## src/common/exu_pkg.sv

```systemverilog
package exu_pkg;

    localparam int XLEN         = 32;
    localparam int BYPASS_DEPTH = 4;

    typedef logic [XLEN-1:0] xlen_t;
    typedef logic [3:0]      reg_idx_t;  // RV32E has x0..x15.
    typedef logic [11:0]     csr_addr_t;

    localparam csr_addr_t CSR_MSTATUS = 12'h300;
    localparam csr_addr_t CSR_MTVEC   = 12'h305;
    localparam csr_addr_t CSR_MEPC    = 12'h341;
    localparam csr_addr_t CSR_MCAUSE  = 12'h342;

    ////////////////////
    // Enums
    ////////////////////

    typedef enum logic [4:0] {
        ALU_ADD,
        ALU_SUB,
        ALU_SLL,
        ALU_SLT,
        ALU_SLTU,
        ALU_XOR,
        ALU_SRL,
        ALU_SRA,
        ALU_OR,
        ALU_AND,
        ALU_PASS_B,  // Lui.
        ALU_EQ,      // Compare group from here on.
        ALU_NE,
        ALU_LT,
        ALU_GE,
        ALU_LTU,
        ALU_GEU
    } alu_op_e;

    typedef enum logic [1:0] {
        MEM_NONE,
        MEM_BYTE,
        MEM_HALF,
        MEM_WORD
    } mem_size_e;

    ////////////////////
    // Bundles
    ////////////////////

    typedef struct packed {
        xlen_t     pc;
        xlen_t     imm;
        reg_idx_t  rd;
        reg_idx_t  rs1;
        reg_idx_t  rs2;
        xlen_t     src1_r;
        xlen_t     src2_r;
        alu_op_e   alu_op;
        logic      src1_is_pc;
        logic      src2_is_imm;
        logic      is_jump;
        logic      is_load;
        logic      is_store;
        mem_size_e load_size;
        mem_size_e store_size;
        logic      gpr_we;
        logic      csrrw_op;
        logic      csrrs_op;
        xlen_t     csr_data;   // Old CSR value.
        logic      ecall;
        logic      mret;
        logic      ebreak;
        logic      fence_i;
    } du_to_eu_t;

    typedef struct packed {
        logic mtvec;
        logic mepc;
        logic mstatus;
        logic mcause;
    } csr_wen_t;

    typedef struct packed {
        xlen_t     pc;
        reg_idx_t  rd;
        logic      gpr_we;
        logic      is_load;
        logic      is_store;
        mem_size_e load_size;
        mem_size_e store_size;
        xlen_t     result;     // Value bound for rd.
        xlen_t     store_data;
        csr_wen_t  csr_wen;
        xlen_t     csr_wdata;
        logic      ecall;
        logic      mret;
    } eu_to_lu_t;

endpackage

```

## src/exu/exu_alu.sv

```systemverilog
`timescale 1ns/1ps

module exu_alu (
    input  exu_pkg::alu_op_e op,
    input  exu_pkg::xlen_t   a,
    input  exu_pkg::xlen_t   b,
    input  exu_pkg::xlen_t   cmp_a,
    input  exu_pkg::xlen_t   cmp_b,
    output exu_pkg::xlen_t   result,
    output logic             cond
);

    logic [4:0]     shamt;
    exu_pkg::xlen_t sum;
    exu_pkg::xlen_t diff;
    logic           lt_s;
    logic           lt_u;
    logic           cmp_eq;
    logic           cmp_lt;
    logic           cmp_ltu;

    assign shamt = b[4:0];
    assign sum   = a + b;
    assign diff  = a - b;
    assign lt_s  = $signed(a) < $signed(b);
    assign lt_u  = a < b;

    ////////////////////
    // Function unit
    ////////////////////

    always_comb begin
        case (op)
            exu_pkg::ALU_ADD:    result = sum;
            exu_pkg::ALU_SUB:    result = diff;
            exu_pkg::ALU_SLL:    result = a << shamt;
            exu_pkg::ALU_SLT:    result = {{(exu_pkg::XLEN-1){1'b0}}, lt_s};
            exu_pkg::ALU_SLTU:   result = {{(exu_pkg::XLEN-1){1'b0}}, lt_u};
            exu_pkg::ALU_XOR:    result = a ^ b;
            exu_pkg::ALU_SRL:    result = a >> shamt;
            exu_pkg::ALU_SRA:    result = $signed(a) >>> shamt;
            exu_pkg::ALU_OR:     result = a | b;
            exu_pkg::ALU_AND:    result = a & b;
            exu_pkg::ALU_PASS_B: result = b;
            default:             result = sum;  // Branch target.
        endcase
    end

    ////////////////////
    // Branch compare
    ////////////////////

    assign cmp_eq  = (cmp_a == cmp_b);
    assign cmp_lt  = $signed(cmp_a) < $signed(cmp_b);
    assign cmp_ltu = cmp_a < cmp_b;

    always_comb begin
        case (op)
            exu_pkg::ALU_EQ:  cond = cmp_eq;
            exu_pkg::ALU_NE:  cond = ~cmp_eq;
            exu_pkg::ALU_LT:  cond = cmp_lt;
            exu_pkg::ALU_GE:  cond = ~cmp_lt;
            exu_pkg::ALU_LTU: cond = cmp_ltu;
            exu_pkg::ALU_GEU: cond = ~cmp_ltu;
            default:          cond = 1'b1;  // Unconditional.
        endcase
    end

endmodule

```

## src/exu/exu_bypass.sv

```systemverilog
`timescale 1ns/1ps

module exu_bypass (
    input  logic              clk,
    input  logic              rst,
    input  exu_pkg::reg_idx_t rs1,
    input  exu_pkg::reg_idx_t rs2,
    input  exu_pkg::xlen_t    src1_r,
    input  exu_pkg::xlen_t    src2_r,
    output exu_pkg::xlen_t    src1,
    output exu_pkg::xlen_t    src2,
    output logic              stall,
    input  logic              push,
    input  exu_pkg::reg_idx_t push_rd,
    input  exu_pkg::xlen_t    push_data,
    input  logic              push_is_load,
    input  logic              fill,
    input  exu_pkg::xlen_t    fill_data
);

    typedef struct packed {
        exu_pkg::reg_idx_t rd;
        exu_pkg::xlen_t    data;
        logic              pending;  // Load result not back yet.
    } entry_t;

    typedef entry_t [exu_pkg::BYPASS_DEPTH-1:0] hist_t;

    typedef struct packed {
        exu_pkg::xlen_t data;
        logic           pending;
    } lookup_t;

    hist_t   hist;       // Index 0 is the newest write.
    hist_t   filled;
    entry_t  new_entry;
    lookup_t look1;
    lookup_t look2;

    // Walk oldest to newest so the newest match wins.
    function automatic lookup_t find(input hist_t h, input exu_pkg::reg_idx_t rs,
                                     input exu_pkg::xlen_t rf_val);
        lookup_t res;
        res.data    = rf_val;
        res.pending = 1'b0;
        for (int i = exu_pkg::BYPASS_DEPTH - 1; i >= 0; i--) begin
            if ((rs != '0) && (h[i].rd == rs)) begin
                res.data    = h[i].data;
                res.pending = h[i].pending;
            end
        end
        return res;
    endfunction

    assign look1 = find(hist, rs1, src1_r);
    assign look2 = find(hist, rs2, src2_r);
    assign src1  = look1.data;
    assign src2  = look2.data;
    assign stall = look1.pending | look2.pending;

    ////////////////////
    // History update
    ////////////////////

    always_comb begin
        filled = hist;
        for (int i = 0; i < exu_pkg::BYPASS_DEPTH; i++) begin
            if (fill && hist[i].pending) begin
                filled[i].data    = fill_data;
                filled[i].pending = 1'b0;
            end
        end
    end

    assign new_entry = '{rd: push_rd, data: push_data, pending: push_is_load};

    always_ff @(posedge clk or posedge rst) begin
        if (rst) begin
            hist <= '0;
        end else if (push) begin
            hist <= {filled[exu_pkg::BYPASS_DEPTH-2:0], new_entry};  // Oldest drops out.
        end else begin
            hist <= filled;
        end
    end

endmodule

```

## src/exu/exu_csr_ops.sv

```systemverilog
`timescale 1ns/1ps

module exu_csr_ops (
    input  exu_pkg::csr_addr_t csr_addr,
    input  logic               csrrw_op,
    input  logic               csrrs_op,
    input  exu_pkg::xlen_t     rs1_val,
    input  exu_pkg::xlen_t     csr_data,
    output exu_pkg::csr_wen_t  csr_wen,
    output exu_pkg::xlen_t     csr_wdata
);

    logic csr_op;

    assign csr_op = csrrw_op | csrrs_op;

    always_comb begin
        if (csrrs_op) begin
            csr_wdata = rs1_val | csr_data;  // Set bits.
        end else if (csrrw_op) begin
            csr_wdata = rs1_val;
        end else begin
            csr_wdata = '0;
        end
    end

    // Unknown addresses write nothing.
    assign csr_wen.mtvec   = csr_op && (csr_addr == exu_pkg::CSR_MTVEC);
    assign csr_wen.mepc    = csr_op && (csr_addr == exu_pkg::CSR_MEPC);
    assign csr_wen.mstatus = csr_op && (csr_addr == exu_pkg::CSR_MSTATUS);
    assign csr_wen.mcause  = csr_op && (csr_addr == exu_pkg::CSR_MCAUSE);

endmodule

```

## src/exu/exu_stage.sv

```systemverilog
`timescale 1ns/1ps

module exu_stage (
    input  logic               clk,
    input  logic               rst,
    input  logic               idu_valid,
    input  exu_pkg::du_to_eu_t du_to_eu,
    output logic               exu_ready,
    input  logic               lsu_ready,
    output logic               exu_valid,
    output exu_pkg::eu_to_lu_t eu_to_lu,
    output logic               fence_i_req,
    input  logic               load_data_valid,
    input  exu_pkg::xlen_t     load_data,
    output logic               redirect_valid,
    output exu_pkg::xlen_t     redirect_pc,
    input  logic               pc_update,
    output logic               ebreak_hit
);

    exu_pkg::xlen_t     src1;
    exu_pkg::xlen_t     src2;
    exu_pkg::xlen_t     alu_a;
    exu_pkg::xlen_t     alu_b;
    exu_pkg::xlen_t     alu_result;
    exu_pkg::xlen_t     seq_pc;
    exu_pkg::xlen_t     exec_result;
    exu_pkg::xlen_t     wb_value;
    exu_pkg::xlen_t     target;
    exu_pkg::xlen_t     csr_wdata;
    exu_pkg::csr_wen_t  csr_wen;
    exu_pkg::eu_to_lu_t lu_next;
    logic               cond;
    logic               stall;
    logic               accept;
    logic               csr_op;
    logic               trap;
    logic               take_redirect;

    assign exu_ready = lsu_ready & ~stall;
    assign accept    = idu_valid & exu_ready & ~redirect_valid;  // Squash behind a redirect.
    assign csr_op    = du_to_eu.csrrw_op | du_to_eu.csrrs_op;
    assign trap      = du_to_eu.ecall | du_to_eu.mret;

    exu_bypass u_bypass (
        .clk          (clk),
        .rst          (rst),
        .rs1          (du_to_eu.rs1),
        .rs2          (du_to_eu.rs2),
        .src1_r       (du_to_eu.src1_r),
        .src2_r       (du_to_eu.src2_r),
        .src1         (src1),
        .src2         (src2),
        .stall        (stall),
        .push         (accept & du_to_eu.gpr_we),
        .push_rd      (du_to_eu.rd),
        .push_data    (wb_value),
        .push_is_load (du_to_eu.is_load),
        .fill         (load_data_valid),
        .fill_data    (load_data)
    );

    assign alu_a = du_to_eu.src1_is_pc  ? du_to_eu.pc  : src1;
    assign alu_b = du_to_eu.src2_is_imm ? du_to_eu.imm : src2;

    exu_alu u_alu (
        .op     (du_to_eu.alu_op),
        .a      (alu_a),
        .b      (alu_b),
        .cmp_a  (src1),
        .cmp_b  (src2),
        .result (alu_result),
        .cond   (cond)
    );

    exu_csr_ops u_csr_ops (
        .csr_addr  (du_to_eu.imm[11:0]),  // CSR number rides in the immediate.
        .csrrw_op  (du_to_eu.csrrw_op),
        .csrrs_op  (du_to_eu.csrrs_op),
        .rs1_val   (src1),
        .csr_data  (du_to_eu.csr_data),
        .csr_wen   (csr_wen),
        .csr_wdata (csr_wdata)
    );

    ////////////////////
    // Result and redirect
    ////////////////////

    assign seq_pc        = du_to_eu.pc + 32'd4;
    assign exec_result   = du_to_eu.is_jump ? seq_pc : alu_result;  // Link value.
    assign wb_value      = csr_op ? du_to_eu.csr_data : exec_result;
    assign target        = trap ? du_to_eu.csr_data : alu_result;
    assign take_redirect = (trap | (du_to_eu.is_jump & cond)) & (target != seq_pc);

    always_comb begin
        lu_next            = '0;
        lu_next.pc         = du_to_eu.pc;
        lu_next.rd         = du_to_eu.rd;
        lu_next.gpr_we     = du_to_eu.gpr_we;
        lu_next.is_load    = du_to_eu.is_load;
        lu_next.is_store   = du_to_eu.is_store;
        lu_next.load_size  = du_to_eu.load_size;
        lu_next.store_size = du_to_eu.store_size;
        lu_next.result     = wb_value;
        lu_next.store_data = src2;
        lu_next.csr_wen    = csr_wen;
        lu_next.csr_wdata  = csr_wdata;
        lu_next.ecall      = du_to_eu.ecall;
        lu_next.mret       = du_to_eu.mret;
    end

    always_ff @(posedge clk or posedge rst) begin
        if (rst) begin
            exu_valid   <= 1'b0;
            fence_i_req <= 1'b0;
            eu_to_lu    <= '0;
        end else if (exu_ready) begin
            exu_valid   <= accept;
            fence_i_req <= accept & du_to_eu.fence_i;
            eu_to_lu    <= accept ? lu_next : '0;
        end
    end

    always_ff @(posedge clk or posedge rst) begin
        if (rst) begin
            redirect_valid <= 1'b0;
            redirect_pc    <= '0;
        end else if (redirect_valid) begin
            if (pc_update) begin
                redirect_valid <= 1'b0;  // Fetch has taken the new pc.
            end
        end else if (accept && take_redirect) begin
            redirect_valid <= 1'b1;
            redirect_pc    <= target;
        end
    end

    assign ebreak_hit = idu_valid & du_to_eu.ebreak & ~redirect_valid;

endmodule

```

## src/rtl/exu_top.sv

```systemverilog
`timescale 1ns/1ps

module exu_top (
    input  logic               clk,
    input  logic               rst,
    input  logic               idu_valid,
    input  exu_pkg::du_to_eu_t du_to_eu,
    output logic               exu_ready,
    input  logic               lsu_ready,
    output logic               exu_valid,
    output exu_pkg::eu_to_lu_t eu_to_lu,
    output logic               fence_i_req,
    input  logic               load_data_valid,
    input  exu_pkg::xlen_t     load_data,
    output logic               redirect_valid,
    output exu_pkg::xlen_t     redirect_pc,
    input  logic               pc_update,
    output logic               ebreak_hit
);

    exu_stage u_stage (
        .clk             (clk),
        .rst             (rst),
        .idu_valid       (idu_valid),
        .du_to_eu        (du_to_eu),
        .exu_ready       (exu_ready),
        .lsu_ready       (lsu_ready),
        .exu_valid       (exu_valid),
        .eu_to_lu        (eu_to_lu),
        .fence_i_req     (fence_i_req),     // To the I-cache.
        .load_data_valid (load_data_valid),
        .load_data       (load_data),
        .redirect_valid  (redirect_valid),
        .redirect_pc     (redirect_pc),
        .pc_update       (pc_update),
        .ebreak_hit      (ebreak_hit)
    );

endmodule

```

## config.mk

```make
export PLATFORM = sky130hd
export DESIGN_NAME = exu_top
export DESIGN_NICKNAME = d
export VERILOG_FILES = /design/src/common/exu_pkg.sv /design/src/exu/exu_alu.sv /design/src/exu/exu_bypass.sv /design/src/exu/exu_csr_ops.sv /design/src/exu/exu_stage.sv /design/src/rtl/exu_top.sv
export SDC_FILE = /design/constraint.sdc
export NUM_CORES = 2
export LEC_CHECK = 0
export ABC_AREA = 1
export BUFFER_PORTS_ARGS = -buffer_cell sky130_fd_sc_hd__buf_2
export CAP_MARGIN = 20
export CORE_MARGIN = 4
export CORE_UTILIZATION = 45
export DETAILED_ROUTE_END_ITERATION = 10
export GPL_TIMING_DRIVEN = 0
export PLACE_DENSITY = 0.7
export SKIP_LAST_GASP = 1
export SLEW_MARGIN = 40
export SYNTH_ARGS = -nofsm -noshare
export SYNTH_HDL_FRONTEND = slang
export SYNTH_SLANG_ARGS = --single-unit
```

## constraint.sdc

```tcl
create_clock -name clk -period 25.8 [get_ports clk]
set_input_delay 2.58 -clock clk [delete_from_list [all_inputs] [get_ports clk]]
set_output_delay 2.58 -clock clk [all_outputs]
set_load 0.03 [all_outputs]
```

==> flow_summary_export.csv <==
group,metric,value,unit
power_and_ir_drop,clkPwrFrac,13.4,%
synth,ys_warn_count,0,
cells_and_area,nets,5680,
timing,timing.fmax,100.1,MHz
hold_path,hold_start,"u_stage.redirect_pc[5]",
power_and_ir_drop,switching_share,59.02,%
outcome,outcome,"finished, final reports clean",
power_and_ir_drop,power_leakage,18.03,nW
clocking,clock_tree.root_cell,"clkbuf_16",
global_routing,grt_pass1_vias,36240,
detailed_routing,wl_per_cell,29.34,microns
setup_path,cpPeakStageDelay,0.68,ns
setup_path,cp-start-kind,"primary input",
cells_and_area,stdcell_area,0.03461,sq mm
clocking,cts-buffers-inserted,38,
clocking,tritoncts,"built",
setup_path,cp_max_fo,10,
timing,finalSetupViolations,0,
die,core,0.06586,sq mm
timing,finalSetupTns,0,ns
setup_path,critPathSlowestCell,"clkbuf_1",
timing,period_needed,9.987,ns
synth,ys_seq_elements,328,
cells_and_area,fill_cells,7100,
timing,slew_viol_final,0,
die,die-area,0.07086,sq mm
synth,synth_area,0.03000,sq mm
power_and_ir_drop,power.share.sequential,20.8,%
clocking,htree_levels,2,
clocking,clock-sinks,328,
detailed_routing,ant_nets,0,
die,die_w,266.2,microns
power_and_ir_drop,combPwrFrac,65.8,%
setup_path,cp.arrival,10.44,ns
synth,ys_dominant_reg_cell,"dfrtp_1",
setup_path,rr_startpoint,"u_stage.u_bypass.filled[35]",
power_and_ir_drop,intPower,1.757,mW
timing,slew_headroom,25.56,%
setup_path,critPathRequiredTime,26.25,ns
placed_design,post-dp-hpwl,150400,microns
synth,netlist_instances,4865,
setup_path,end_kind,"flop",
setup_path,r2r-end,"u_stage.redirect_pc[22]",
timing,rsz0062_at_grt,"no",
power_and_ir_drop,power_switching,2.530,mW
placed_design,place_area,0.03328,sq mm
synth,synth_nets,5228,
hold_path,whs_endpoint,"u_stage.redirect_pc[5]",
hold_path,hp-class,"reg2reg",
run,cap_viol_max_count,0,
setup_path,cp_common_cell,"nand2_1",
timing,hold_violations,0,
timing,finClkSkew,0.03835,ns
detailed_routing,drt_iter0_markers,7112,
placed_design,gp_congestion,1.169,
cells_and_area,syn_to_final_growth,15.39,%
die,rows,94,
setup_path,worst-r2r-setup-slack,17.56,ns
clocking,cts_resized,0,
synth,synth_edf_count,0,
synth,synth_area_per_cell,6.166,sq um
die,num_io_pins,413,
clocking,cts_setup_buffers,0,
detailed_routing,drc,0,
cells_and_area,multiInputGateArea,0.01893,sq mm
clocking,clk_latency,0.60,ns
detailed_routing,wl,182600,microns
hold_path,holdPathStages,2,
global_routing,grt_pass1_wl,252700,microns
clocking,cts_buffer_depth,3,
global_routing,overflow,0,
clocking,postCtsHoldBufs,0,
timing,period_share,38.71,%
die,initial_core_util,45.55,%
detailed_routing,vias,39980,
timing,worst_pin_slew,1.105,ns
die,die_h,266.2,microns
cells_and_area,drive_gt1_share,12.98,%
synth,ys_seq_area_share,27.36,%
clocking,clk_pin_slew_worst_paths,0.06,ns
global_routing,track_usage,49.04,%
setup_path,critPathKind,"in2reg",
detailed_routing,drtPass1Iterations,10,
synth,async_flop_share,100.0,%
power_and_ir_drop,peakVddDrop,0.09512,mV
synth,yosysUniqueCellTypes,59,
detailed_routing,via_per_inst,6.423,
setup_path,worst_r2r_path_depth,35,
global_routing,antenna_found_initial,25,
cells_and_area,area.sequential,0.008208,sq mm
placed_design,numPortBuffers,405,
power_and_ir_drop,power_density,123.9,mW/mm^2
global_routing,grt_max_degree,76,
[cell usage in the layout (no fill, tap or decap), drive strengths merged, types with 46 or more instances in the layout]
cell	count
nor2	340
or2	46
buf	522
o21ai	531
ha	130
dfrtp	328
inv	455
clkbuf	207
o211ai	90
a21oi	223
nand3	621
nand2	1550
[worst max path at each step]
stage | from | endpoint | slack, ns | cells after the start
final | du_to_eu[121] | u_stage.redirect_pc[22] | 15.81 | 37
after global routing | du_to_eu[117] | u_stage.redirect_pc[20] | 15.76 | 45
after CTS | du_to_eu[121] | u_stage.redirect_pc[22] | 16.47 | 37
after detailed placement | du_to_eu[121] | u_stage.redirect_pc[22] | 15.90 | 37
after global placement | rst | u_stage.eu_to_lu[14] | 10.16 | 2
after floorplan | rst | u_stage.eu_to_lu[0] | 14.14 | 1
[routing by layer]
metal	GRT usage [%]	up-vias	part of all wire, %
met4	23.89	24	6.3
li1	-	17030	-
met1	65.59	18850	38
met2	67.34	3452	38
met5	1.486	-	0.16
met3	21.19	620	17
[sequential cells by signal, indices dropped and copies added (netlist names)]
signal,count
u_stage.eu_to_lu,145
u_stage.exu_valid,1
u_stage.fence_i_req,1
u_stage.redirect_pc,32
u_stage.redirect_valid,1
u_stage.u_bypass.filled,16
u_stage.u_bypass.hist,132
[critical path: cells and delay by family]
family | cells | cell delay, ns
buf+inv | 4 | 1.13
simple gates | 24 | 4.30
fa+ha+maj | 2 | 0.86
compound gates | 7 | 1.53
[stage by stage]
step	util (%)	hold WS [ns]	worst slack, ns	total power [mW]	std cells
2_1_floorplan	-	0.4956	14.14	2.479	4865
3_3_place_gp	50.26	0.4511	10.16	3.508	6134
3_5_place_dp	50.53	0.4540	15.90	3.531	6140
4_1_cts	52.48	0.4689	16.47	4.109	6208
5_1_grt	52.52	0.4815	15.76	4.442	6215
6_report	52.55	0.4693	15.81	4.287	6224
[power by group through the flow]
stage / Sequential, mW / Clock [mW] / Combinational [mW]
final: 0.890 / 0.575 / 2.82
after detailed placement: 0.884 / 0 / 2.65
after CTS: 0.879 / 0.568 / 2.66
after global routing: 0.902 / 0.588 / 2.95
after floorplan: 1.04 / 0 / 1.44
after global placement: 0.883 / 0 / 2.63
[cell type report]
cell class | count | area share [%]
diodes | 15 | 0.1084
plain buffers | 267 | 3.463
clock buffers | 50 | 3.109
clock inverters | 18 | 0.5928
inverters | 456 | 4.967
multi-input cells | 3814 | 54.69
flip-flops and latches | 328 | 23.71
well taps | 864 | 3.123
repair buffers | 412 | 6.232
[Yosys cell counts (all sizes together), types with 17 or more instances]
cell    number  area [sq um]
a211oi      17         127.6
a21oi      223          1116
buf        110         600.6
clkbuf     157         589.3
dfrtp      328          8208
ha         130          1627
inv        452          1697
nand2     1550          5898
nand3      621          3173
nand4       37         231.5
nor2       340          1296
nor3        24         147.6
o211ai      90         675.7
o21ai      531          2661
o22ai       19         118.9
or2         46         287.8
xor2        44         385.4
[cell families after synthesis]
logic type      share of synthesized area [%]
buf+inv                                 9.673
xor+xnor                                1.401
flops                                   27.36
simple gates                            37.60
fa+ha+maj                               5.556
mux                                    0.2002
compound gates                          18.21
(Power assumes the default switching activity.)
